`src/hw/ipic_consts.svh`:
```
/*
 * Interrupt controller constants
 * Line count, APB widths, void vector and ICSR bit layout
 */

`ifndef IPIC_CONSTS_SVH
`define IPIC_CONSTS_SVH

// --------------------
// Sizes
// --------------------
`define IPIC_LINES        8     // External interrupt lines
`define IPIC_VECT_W       4     // Vector number, void included
`define IPIC_VOID_VECT    8     // Nothing in service
`define IPIC_ADDR_W       5     // APB byte address
`define IPIC_DATA_W       32    // APB data bus

// --------------------
// ICSR layout
// --------------------
`define IPIC_ICSR_IP      0     // Pending
`define IPIC_ICSR_IE      1     // Enable
`define IPIC_ICSR_IM      2     // Mode, 1 = edge
`define IPIC_ICSR_INV     3     // Line inversion
`define IPIC_ICSR_IS      4     // In service
`define IPIC_ICSR_LN_LSB  12    // Line number field, 3 bits

`endif

```
`src/hw/ipic_irq_pkg.sv`:
```
/*
 * Interrupt side types
 * Line vectors, vector numbers and the structs between blocks
 */

`include "ipic_consts.svh"

package ipic_irq_pkg;

    typedef logic [`IPIC_LINES-1:0]         irq_vec_t;  // One bit per line
    typedef logic [$clog2(`IPIC_LINES)-1:0] irq_idx_t;  // Line index
    typedef logic [`IPIC_VECT_W-1:0]        irq_num_t;  // Vector number or void

    // Per-line configuration
    typedef struct packed {
        irq_vec_t ie;   // Enable
        irq_vec_t im;   // 1 = edge, 0 = level
        irq_vec_t inv;  // Invert line
    } ipic_cfg_t;

    // Register write strobes, one cycle wide
    typedef struct packed {
        irq_vec_t clr;  // Pending clears
        logic     soi;
        logic     eoi;
    } ipic_ctl_t;

    // Service state for readback
    typedef struct packed {
        irq_vec_t isvr; // Lines in service
        irq_num_t cisv; // Current vector
    } ipic_svc_t;

endpackage

```
`src/hw/ipic_reg_pkg.sv`:
```
/*
 * Register map of the interrupt controller
 * APB bus field types and register word offsets
 */

`include "ipic_consts.svh"

package ipic_reg_pkg;

    // APB fields
    typedef logic [`IPIC_ADDR_W-1:0] apb_addr_t;  // Byte address
    typedef logic [`IPIC_DATA_W-1:0] apb_data_t;  // Read and write data

    // Word select starts above the byte lanes
    localparam int REG_OFF_LSB = 2;

    // Register word offsets, paddr[4:2]
    typedef enum logic [2:0] {
        REG_CISV       = 3'd0,  // Current vector, read only
        REG_CICSR_RSVD = 3'd1,  // Reserved, reads zero
        REG_IPR        = 3'd2,  // Pending, write 1 to clear
        REG_ISVR       = 3'd3,  // In service, read only
        REG_EOI        = 3'd4,  // End of interrupt strobe
        REG_SOI        = 3'd5,  // Start of interrupt strobe
        REG_IDX        = 3'd6,  // Line selector
        REG_ICSR       = 3'd7   // Control and status of line IDX
    } ipic_reg_e;

endpackage

```
`src/hw/ipic_apb_regs.sv`:
```
/*
 * APB register side of the interrupt controller
 * Holds IDX and line configuration, decodes write strobes, answers reads
 */

`timescale 1ns/1ps

`include "ipic_consts.svh"

module ipic_apb_regs
    import ipic_reg_pkg::*;
    import ipic_irq_pkg::*;
(
    input  logic      clk,
    input  logic      rst_n,
    // APB slave, zero wait states
    input  logic      psel,
    input  logic      penable,
    input  logic      pwrite,
    input  apb_addr_t paddr,
    input  apb_data_t pwdata,
    output apb_data_t prdata,
    // Status from the interrupt side
    input  irq_vec_t  ipr,
    input  ipic_svc_t svc,
    // Configuration and strobes
    output ipic_cfg_t cfg,
    output ipic_ctl_t ctl
);

    logic      wr_acc;  // Write access phase
    logic      rd_acc;  // Read access phase
    ipic_reg_e reg_sel; // Addressed register
    irq_idx_t  idx;     // Line selector

    assign wr_acc  = psel & penable & pwrite;
    assign rd_acc  = psel & penable & ~pwrite;
    assign reg_sel = ipic_reg_e'(paddr[REG_OFF_LSB +: 3]); // Byte lanes ignored

    // --------------------
    // Configuration
    // --------------------
    always_ff @(posedge clk or negedge rst_n) begin
        if (!rst_n) begin
            idx <= '0;
            cfg <= '0;
        end else if (wr_acc) begin
            case (reg_sel)
                REG_IDX: begin
                    idx <= pwdata[$bits(irq_idx_t)-1:0];
                end
                REG_ICSR: begin // Only the selected line changes
                    cfg.ie[idx]  <= pwdata[`IPIC_ICSR_IE];
                    cfg.im[idx]  <= pwdata[`IPIC_ICSR_IM];
                    cfg.inv[idx] <= pwdata[`IPIC_ICSR_INV];
                end
                default: begin
                end
            endcase
        end
    end

    // --------------------
    // Write strobes
    // --------------------
    always_comb begin
        ctl = '0;
        if (wr_acc) begin
            case (reg_sel)
                REG_IPR: begin
                    ctl.clr = pwdata[`IPIC_LINES-1:0]; // Write 1 to clear
                end
                REG_ICSR: begin
                    ctl.clr[idx] = pwdata[`IPIC_ICSR_IP];
                end
                REG_SOI: begin
                    ctl.soi = 1'b1;
                end
                REG_EOI: begin
                    ctl.eoi = 1'b1;
                end
                default: begin // Read-only registers ignore writes
                end
            endcase
        end
    end

    // --------------------
    // Read mux
    // --------------------
    always_comb begin
        prdata = '0; // Zero outside the access phase
        if (rd_acc) begin
            case (reg_sel)
                REG_CISV: prdata = apb_data_t'(svc.cisv);
                REG_CICSR_RSVD: prdata = '0;
                REG_IPR: prdata = apb_data_t'(ipr);
                REG_ISVR: prdata = apb_data_t'(svc.isvr);
                REG_EOI, REG_SOI: prdata = '0; // Strobes only
                REG_IDX: prdata = apb_data_t'(idx);
                REG_ICSR: begin
                    prdata[`IPIC_ICSR_IP]  = ipr[idx];
                    prdata[`IPIC_ICSR_IE]  = cfg.ie[idx];
                    prdata[`IPIC_ICSR_IM]  = cfg.im[idx];
                    prdata[`IPIC_ICSR_INV] = cfg.inv[idx];
                    prdata[`IPIC_ICSR_IS]  = svc.isvr[idx];
                    prdata[`IPIC_ICSR_LN_LSB +: $bits(irq_idx_t)] = idx; // Line number
                end
                default: prdata = '0;
            endcase
        end
    end

endmodule

```
`src/hw/ipic_pending.sv`:
```
/*
 * Pending register of the interrupt controller
 * Inversion, edge detection and the level or edge rule per line
 */

`timescale 1ns/1ps

`include "ipic_consts.svh"

module ipic_pending
    import ipic_irq_pkg::*;
(
    input  logic      clk,
    input  logic      rst_n,
    input  irq_vec_t  irq_lines,  // Synchronous to clk
    input  ipic_cfg_t cfg,
    input  ipic_ctl_t ctl,
    input  irq_vec_t  taken,      // Line moved into service
    output irq_vec_t  ipr
);

    irq_vec_t line_q;   // Lines one cycle ago
    irq_vec_t lvl;      // Active level after inversion
    irq_vec_t edge_det; // Change towards the active level
    irq_vec_t clr_all;  // Register clears and SOI clears
    irq_vec_t ipr_d;

    assign lvl      = irq_lines ^ cfg.inv;
    assign edge_det = (irq_lines ^ line_q) & lvl;
    assign clr_all  = ctl.clr | taken;

    // --------------------
    // Next pending value
    // --------------------
    always_comb begin
        for (int i = 0; i < `IPIC_LINES; i++) begin
            if (!cfg.im[i]) begin
                // Level mode follows the line so a clear cannot drop an active level
                ipr_d[i] = lvl[i];
            end else begin
                ipr_d[i] = edge_det[i] | (ipr[i] & ~clr_all[i]); // New edge beats clear
            end
        end
    end

    always_ff @(posedge clk or negedge rst_n) begin
        if (!rst_n) begin
            line_q <= '0;
            ipr    <= '0;
        end else begin
            line_q <= irq_lines;
            ipr    <= ipr_d;
        end
    end

endmodule

```
`src/hw/ipic_service.sv`:
```
/*
 * Service tracking of the interrupt controller
 * Priority search, nested ISVR and CISV, SOI and EOI, and irq_req
 */

`timescale 1ns/1ps

`include "ipic_consts.svh"

module ipic_service
    import ipic_irq_pkg::*;
(
    input  logic      clk,
    input  logic      rst_n,
    input  irq_vec_t  ipr,
    input  ipic_cfg_t cfg,
    input  ipic_ctl_t ctl,
    output ipic_svc_t svc,
    output irq_vec_t  taken,   // One-hot, pulses with an accepted SOI
    output logic      irq_req  // Request beats the one in service
);

    localparam irq_num_t VOID = irq_num_t'(`IPIC_VOID_VECT);

    // Lowest set index wins, void when empty
    function automatic irq_num_t find_lowest(input irq_vec_t vec);
        irq_num_t num;
        num = VOID;
        for (int i = `IPIC_LINES - 1; i >= 0; i--) begin
            if (vec[i]) begin
                num = irq_num_t'(i);
            end
        end
        return num;
    endfunction

    irq_vec_t isvr;
    irq_num_t cisv;
    irq_vec_t irr;       // Pending and enabled
    irq_num_t win_num;   // Best request
    irq_vec_t win_hot;
    irq_vec_t cur_hot;   // Current vector as a bit
    irq_vec_t isvr_eoi;  // In service once current retires
    irq_num_t eoi_num;   // Fallback vector

    // --------------------
    // Priority search
    // --------------------
    assign irr      = ipr & cfg.ie;
    assign win_num  = find_lowest(irr);
    assign isvr_eoi = isvr & ~cur_hot;
    assign eoi_num  = find_lowest(isvr_eoi);

    always_comb begin
        for (int i = 0; i < `IPIC_LINES; i++) begin
            win_hot[i] = (win_num == irq_num_t'(i));
            cur_hot[i] = (cisv == irq_num_t'(i)); // All zero when void
        end
    end

    // Only a strictly higher priority preempts
    assign irq_req = (win_num != VOID) && (~|isvr || (win_num < cisv));
    assign taken   = (ctl.soi && irq_req) ? win_hot : '0;

    // --------------------
    // In-service state
    // --------------------
    always_ff @(posedge clk or negedge rst_n) begin
        if (!rst_n) begin
            isvr <= '0;
            cisv <= VOID;
        end else if (ctl.soi && irq_req) begin
            isvr <= isvr | win_hot;
            cisv <= win_num;
        end else if (ctl.eoi && (cisv != VOID)) begin
            isvr <= isvr_eoi;
            cisv <= eoi_num; // Next lower line in service, or void
        end
    end

    assign svc = '{isvr: isvr, cisv: cisv};

endmodule

```
`src/hw/ipic_top.sv`:
```
/*
 * Programmable interrupt controller, eight lines
 * APB register side, pending logic and service tracking
 */

`timescale 1ns/1ps

module ipic_top
    import ipic_reg_pkg::*;
    import ipic_irq_pkg::*;
(
    input  logic      clk,
    input  logic      rst_n,
    input  irq_vec_t  irq_lines,
    // APB slave
    input  logic      psel,
    input  logic      penable,
    input  logic      pwrite,
    input  apb_addr_t paddr,
    input  apb_data_t pwdata,
    output apb_data_t prdata,
    // To the core
    output logic      irq_req
);

    ipic_cfg_t cfg;   // Line configuration
    ipic_ctl_t ctl;   // Write strobes
    irq_vec_t  ipr;   // Pending vector
    ipic_svc_t svc;   // Service state
    irq_vec_t  taken; // SOI clear of the winner

    ipic_apb_regs i_regs (
        .clk     (clk),
        .rst_n   (rst_n),
        .psel    (psel),
        .penable (penable),
        .pwrite  (pwrite),
        .paddr   (paddr),
        .pwdata  (pwdata),
        .prdata  (prdata),
        .ipr     (ipr),
        .svc     (svc),
        .cfg     (cfg),
        .ctl     (ctl)
    );

    ipic_pending i_pending (
        .clk       (clk),
        .rst_n     (rst_n),
        .irq_lines (irq_lines),
        .cfg       (cfg),
        .ctl       (ctl),
        .taken     (taken),
        .ipr       (ipr)
    );

    ipic_service i_service (
        .clk     (clk),
        .rst_n   (rst_n),
        .ipr     (ipr),
        .cfg     (cfg),
        .ctl     (ctl),
        .svc     (svc),
        .taken   (taken),
        .irq_req (irq_req)
    );

endmodule

```
`config.mk`:
```
export PLATFORM = sky130hd
export DESIGN_NAME = ipic_top
export DESIGN_NICKNAME = d
export VERILOG_FILES = /design/src/hw/ipic_irq_pkg.sv /design/src/hw/ipic_reg_pkg.sv /design/src/hw/ipic_apb_regs.sv /design/src/hw/ipic_pending.sv /design/src/hw/ipic_service.sv /design/src/hw/ipic_top.sv
export VERILOG_INCLUDE_DIRS = /design/src /design/src/hw
export SDC_FILE = /design/constraint.sdc
export NUM_CORES = 1
export LEC_CHECK = 0
export BUFFER_PORTS_ARGS = -buffer_cell sky130_fd_sc_hd__buf_2
export CAP_MARGIN = 10
export CORE_MARGIN = 1
export CORE_UTILIZATION = 40
export CTS_CLUSTER_SIZE = 14
export DETAILED_ROUTE_END_ITERATION = 7
export PLACE_DENSITY = 0.73
export SYNTH_ARGS = -nofsm -noshare
export SYNTH_HDL_FRONTEND = slang
export SYNTH_SLANG_ARGS = --single-unit
```
`constraint.sdc`:
```
create_clock -name clk -period 2.7 [get_ports clk]
set_clock_uncertainty 0.2 [all_clocks]
set_input_delay 0.135 -clock clk [delete_from_list [all_inputs] [get_ports clk]]
set_output_delay 0.135 -clock clk [all_outputs]
set_load 0.01 [all_outputs]
```
; ---- Word-level counts from Yosys, hierarchy flattened
; Cells that the tools add are included.
; Widths: inputs -> output; s select.
[op_classes]
magnitude_cmp = 3
eq_ne = 23
mux = 52
bitwise = 37
n_reduce_logical = 15
[ops]
columns = cell, count
row1 = $mux 4, 18
row2 = $and 8x8->8, 4
row3 = $eq 4x3->1 const B, 8
row4 = $pmux 5 s6, 1
row5 = $bwmux 8, 3
row6 = $mux 8, 3
row7 = $eq 4x2->1 const B, 4
row8 = $mux 1, 16
row9 = $or 8x8->8, 2
row10 = $pmux 8 s2, 1
row11 = $xor 8x8->8, 2
row12 = $bmux 1 s3, 5
row13 = $mux 15, 1
row14 = $eq 3x3->1 const B, 4
row15 = $pmux 3 s2, 2
row16 = $and 1x1->1, 11
row17 = $mux 10, 1
row18 = $not 1->1, 9
row19 = $eq 4x1->1 const B, 2
row20 = $logic_not 4->1, 2
row21 = $ne 4x4->1 const B, 2
row22 = $not 8->8, 1
row23 = $or 1x1->1, 8
row24 = $reduce_or 8->1, 1
row25 = other kinds (14), 19
[word_totals]
register_bits = 55
inputBits = 50
out_inout_bits = 33
elab_cells = 138

; ---- Logic depth before layout (Yosys ltp)
[logic_depth]
depth_word = 19
ltp_mapped = 11
depth_no_buf = 10

; ---- By module
; A second synthesis with hierarchy kept.
[hier_totals]
hier_cells = 405
hier_area_um2 = 3838.7
[modules_own_cells]
columns = module, instances, cells_each, area_per_inst_um2
row1 = ipic_apb_regs, 1, 210, 2072.0
row2 = ipic_service, 1, 131, 1074.8
row3 = ipic_pending, 1, 64, 691.9

; ---- Least setup slack after synthesis
; No wires, ideal clock.
[synth_path]
path_kind = register to register
from = register i_pending.ipr[2]
to = register i_service.cisv[1]
arrival_time_ns = 2.600
t_required_ns = 2.374
setup_slack_ns = -0.226
path_stages_with_launch = 11
synth_period_minus_slack_ns = 2.926
cell_sequence = dfrtp_1 > a22oi_2 > nand2_1 > nor3_2 > ha_1 > a21oi_1 > nand4b_1 > a21oi_2 > o2111ai_4 > or2_1 > a311o_1
[synth_between]
elab_chain_cells = 9
word_cells_on_any_way = 11
[synth_lines]
columns = element, line
row1 = from (decl), ipic_pending.sv:19  ; output irq_vec_t ipr
row2 = from (signal assigned), ipic_pending.sv:52  ; ipr <= ipr_d;
row3 = $and 8x8->8 *, ipic_service.sv:49  ; assign irr = ipr & cfg.ie;
row4 = $mux 4 * (3 in series), ipic_service.sv:30  ; if (vec[i]) begin
row5 = $lt 4x4->1, ipic_service.sv:62  ; assign irq_req = (win_num != VOID) && (~|isvr || (win_num < cisv));
row6 = $logic_or 1x1->1, ipic_service.sv:62
row7 = $logic_and 1x1->1, ipic_service.sv:62
row8 = $logic_and 1x1->1, ipic_service.sv:72  ; end else if (ctl.soi && irq_req) begin
row9 = $mux 4 or $reduce_bool 2->1 (tied branches), -
row10 = to (signal assigned), ipic_service.sv:74  ; cisv <= win_num;
row11 = to (signal assigned), ipic_service.sv:77  ; cisv <= eoi_num;
row12 = to (decl), ipic_service.sv:38  ; irq_num_t cisv;
; Mark *: on every way between the ends. The rest lies on a longest branch, timed or not.
; A chain may end at the register's enable or synchronous reset.

; ---- Worst setup path in the final report
[layout_path]
from = register i_pending.ipr[0]
to = output irq_req
[layout_between]
elab_chain_cells = 5
word_cells_on_any_way = 6
[layout_lines]
columns = element, line
row1 = $and 8x8->8 *, ipic_service.sv:49
row2 = $mux 4 *, ipic_service.sv:30
row3 = $lt 4x4->1, ipic_service.sv:62
row4 = $logic_or 1x1->1, ipic_service.sv:62
row5 = $logic_and 1x1->1 *, ipic_service.sv:62
row6 = to (decl), ipic_top.sv:23  ; output logic irq_req
; Marks and branches as above.

==> results.txt <==
- Result of the run: finished, violations left
- Violated checks: negative setup slack
- Entering global routing, the biggest net connects 42 pins.
- Net switching is about a third of the power.
- For the finished layout, the period the worst path requires is between 2000 and 3000 ps.
- Net count reported at finish: 548
* Achievable Freq: approximately 350 MHz
* Combinational family with the most area after synthesis: compound AO/OA/AOI/OAI gates
- Most common library cell in the layout ignoring fill and taps: sky130_fd_sc_hd__dfrtp_1
- Setup slack on the critical path of the routed design comes to -182.9 ps.
- The number of endpoints with negative hold slack in the final report is 0.
- The synthesized netlist devotes between 20% and 30% of its cell area to compound gates.
- Total number of vias: about 3.6k
- Actual transition at the worst max-transition pin: ~950 ps
- The initial utilization of the core area, before any placement, comes to approximately two fifths.
- In this run the cell area of the synthesized design comes to 3870 µm².
- Die Footprint: between 10,000 and 15,000 µm²
- Data on the critical path is required at its endpoint by 2370 ps.
* Netlist cell types: between 60 and 70
- Synth Area in Adders: 0.9699%
- Type of element capturing the critical path: output port
- Fraction of registers with async set/reset: 100.0%
- The clock net in this run drives a total of 55 sinks.
- The synthesized design devotes to its leading area cell type 34.92% of total area.
- The internal portion of the total power is between 1 and 1.5 mW.
- The first detailed-routing pass ran for 5 iterations.
- Met2 track demand over resource in global routing: between 30% and 40%
- In the final layout, the share of cells above drive strength 1 is a little over a third.
- Most used routing layer in global routing: met2
* RSZ-0062 raised after global routing: true
- From bottom edge to top edge, the die measures around 100 µm.
- For met1 alone, demand over resource in global routing was 33.17%.
- Data arrives at the worst endpoint at between 2000 and 3000 ps.
* FF/Latch Area: 1380 µm²
- Critical path, cell by cell: a22oi_2, buf_4, nand2_4, nor3_4, ha_4, a21oi_4, nand4b_1, a21oi_4, nor2_1, nor2_1, buf_2
* Top area cells in the synthesized netlist: sky130_fd_sc_hd__dfrtp_1 (35%), sky130_fd_sc_hd__mux2_2 (7.9%), sky130_fd_sc_hd__buf_4 (4.5%)
- Clock-pin slew was measured on the worst setup and hold paths at 100 ps.
* Number of buffer cells added on primary ports: 35
- The final layout contains routed wiring with a total length of 11,270 µm.
* Leak: 2.108 nW
- Of all nets on the critical path, the largest fanout is 3.
* R2R depth: 11
- Post-synthesis mux area share: 15.16%
- Highest ir drop seen on vdd: about 0.29 mV
* Die extent in x: around 100 µm
- Sequential share of the synthesized area: approximately 36%
- Count of cell instances traversed by the critical path: 11
* Number of clock buffers inserted by TritonCTS: 5
* Part of the cycle the worst path needs: 106.8%
* Yosys warning total: 0
* Worst setup slack after placement: -220.3 ps
* Maximum capacitance violations: 0
- Cell taking the most area after synthesis: sky130_fd_sc_hd__dfrtp_1
* Crit-path leading delay family: simple AND/OR/NAND/NOR gates
- Global routing finished with a remaining overflow of 0.
* Remaining design rule violation count: 0
- Global routing used under 10% of the available met3 tracks.
- The detail route stage leaves a number of antenna-violating nets equal to 0.
* Startpoint kind of the worst setup timing path: flop
- TritonCTS built the clock tree.
- In this run the mean area of a mapped cell was 9.416 µm².
* Top library cells by usage in the layout, fill and taps aside: sky130_fd_sc_hd__dfrtp_1 (52), sky130_fd_sc_hd__buf_4 (49), sky130_fd_sc_hd__buf_2 (35), sky130_fd_sc_hd__nor2_1 (34), sky130_fd_sc_hd__nand2_1 (33)
- Count of flip-flops with a built-in enable after synthesis: 0
- Summing the areas of all xor and xnor instances in the mapped netlist gives 0% of the synthesized area.
* Setup violations, final: 18
- In this run the power density over the cells is around 430 nW/µm².
- 0 antenna diodes ended up in the layout.
- Final core utilization: between 50% and 60%
* Cells after synthesis: 411
* Filler Cell Count: 847
- HPWL after DPL: 8498 µm
* Class of the worst hold path: in -> reg
- The synthesized netlist devotes a little under a fifth of its cell area to simple gates.
- The worst pin sits at a relative slew slack of a little under two fifths.
- Per report_power, the clock group accounts for a little over a fifth of the total.
- The H-tree generated during clock tree synthesis spans 2 levels.
- CTS Root Buffer Type: sky130_fd_sc_hd__clkbuf_8
- After floorplanning, the core was sized to cover about 9300 µm².
- Global-route wire length before repair: 18,050 µm
* Ports: between 80 and 90
* Post-synthesis to final-layout area growth: 23.28%
* Cell Rows: 35
* Clock insertion delay at the later pin of the skew report: 320 ps
* Stage delay of the slowest cell on the critical path: a little over 400 ps
- Post-placement cell count: roughly 600
* Reported net switching power: 0.6872 mW
* Area of the multi-input gates: roughly 2400 µm²
- Proportion of power drawn by flip-flops and latches: between 40% and 50%
- The clock passes through at most 2 buffers.
- In the synthesized netlist the dominant register cell turns out to be sky130_fd_sc_hd__dfrtp_1.
- Number of register bits inferred by synthesis: 55
- Post-Layout Cell Count: 624
- Final Slew Violations: 0
- Min-Delay Path Depth: 2
- Global placer's final weighted congestion: 0.9464
- The first routing iteration left 348 violations.
- The slowest stage of the critical path belongs to the cell sky130_fd_sc_hd__dfrtp_1.
- Final hold analysis gives a worst-case slack of about 15 ps.
* Logic pwr share: between 30% and 40%
* Number of antenna violations at the first check in global routing: 0
- Worst setup slack for register-to-register paths: -180 ps
- In the final routed layout, each cell accounts on average for between 15 and 20 µm.
* Worst setup path class: reg -> out
- Across every metal layer, demand over resource in global routing totals about a quarter.
- Post-detailed-route via-to-cell ratio: about 5.8
* CP bufs+invs: 2
- The via count of the first global-routing pass came to between 3k and 4k.
## synthesized netlist by cell type, types with 7 or more instances
master	n
sky130_fd_sc_hd__dfrtp_1	54
sky130_fd_sc_hd__nor2_1	36
sky130_fd_sc_hd__nand2_1	35
sky130_fd_sc_hd__a21oi_1	29
sky130_fd_sc_hd__mux2_2	27
sky130_fd_sc_hd__buf_4	23
sky130_fd_sc_hd__o21ai_0	21
sky130_fd_sc_hd__inv_1	15
sky130_fd_sc_hd__o211ai_1	10
sky130_fd_sc_hd__a22oi_1	9
sky130_fd_sc_hd__nor3_1	9
sky130_fd_sc_hd__buf_2	8
sky130_fd_sc_hd__mux2i_1	8
sky130_fd_sc_hd__nor4_1	8
sky130_fd_sc_hd__mux4_2	7
sky130_fd_sc_hd__nand2b_1	7
## area by class of cell
| type | instances | area share, % |
|---|---|---|
| Clock inverter | 2 | 0.2885 |
| Multi-Input combinational cell | 319 | 50.14 |
| Timing Repair Buffer | 99 | 14.63 |
| Clock buffer | 5 | 1.442 |
| Inverter | 15 | 1.180 |
| Sequential cell | 55 | 28.93 |
| Tap cell | 129 | 3.383 |
## through the flow
stage	TNS [ps]	instance area [µm²]	power [mW]
after floorplan	-602.4	3978	1.338
after detailed placement	-3116	4379	1.533
final	-2498	4771	2.052
after global placement	-2042	4379	1.517
after CTS	-2480	4725	2.045
after global routing	-5330	4771	2.156
## worst paths after layout
kind	start	endpoint
max in group asynchronous	rst_n	i_service.cisv[3]
min reg2reg	i_regs.cfg[1]	i_regs.cfg[1]
max reg2reg	i_pending.ipr[0]	i_service.isvr[2]
min in group asynchronous	rst_n	i_pending.line_q[7]
min	pwdata[3]	i_regs.cfg[0]
max	i_pending.ipr[0]	irq_req
## power groups by stage
stage / logic [mW] / registers, mW / clock network (mW)
after floorplan: 0.400 / 0.937 / 0
after global placement: 0.541 / 0.976 / 0
after detailed placement: 0.553 / 0.980 / 0
after CTS: 0.616 / 0.964 / 0.464
after global routing: 0.695 / 0.979 / 0.482
final: 0.638 / 0.968 / 0.447
## worst register-to-register path, cell delays in order, from the launching register on
cell and delay (ps):
sky130_fd_sc_hd__dfrtp_1 410, sky130_fd_sc_hd__a22oi_2 190, sky130_fd_sc_hd__buf_4 160, sky130_fd_sc_hd__nand2_4 60
sky130_fd_sc_hd__nor3_4 240, sky130_fd_sc_hd__ha_4 250, sky130_fd_sc_hd__a21oi_4 130, sky130_fd_sc_hd__nand4b_1 160
sky130_fd_sc_hd__a21oi_4 240, sky130_fd_sc_hd__o2111ai_4 240, sky130_fd_sc_hd__or3_4 400, sky130_fd_sc_hd__o21ai_2 120
## metal layers
| metal | vias to the layer above | part of all wire, % | routed length (µm) |
|---|---|---|---|
| met5 | - | 0 | 0 |
| met3 | 21 | 8.5 | 955 |
| met1 | 1727 | 44 | 4989 |
| li1 | 1651 | - | - |
| met4 | 0 | 1.6 | 178 |
| met2 | 190 | 46 | 5143 |
## sequential cells by signal, summed over array words and instances (netlist names)
signal / count
i_pending.ipr: 8
i_service.cisv: 4
i_regs.idx: 3
i_service.isvr: 8
i_pending.line_q: 8
i_regs.cfg: 24
## repair_timing
| action | in CTS | in global routing |
|---|---|---|
| hold buffers | 11 | 0 |
| buffers inserted | 2 | 2 |
| pin swaps | 7 | 9 |
| gates cloned | 1 | 0 |
| resized for setup | 24 | 13 |
| endpoints found under the hold margin | 52 | 0 |
| setup endpoints to repair | 20 | 26 |
## cell families after synthesis
logic type,count (synthesis)
AND/OR/NAND/NOR,139
AO/OA/AOI/OAI,110
buffers and inverters,58
flip-flops,55
multiplexers,45
adder cells (fa/ha/maj),3
other,1
(Power assumes the default switching activity.)
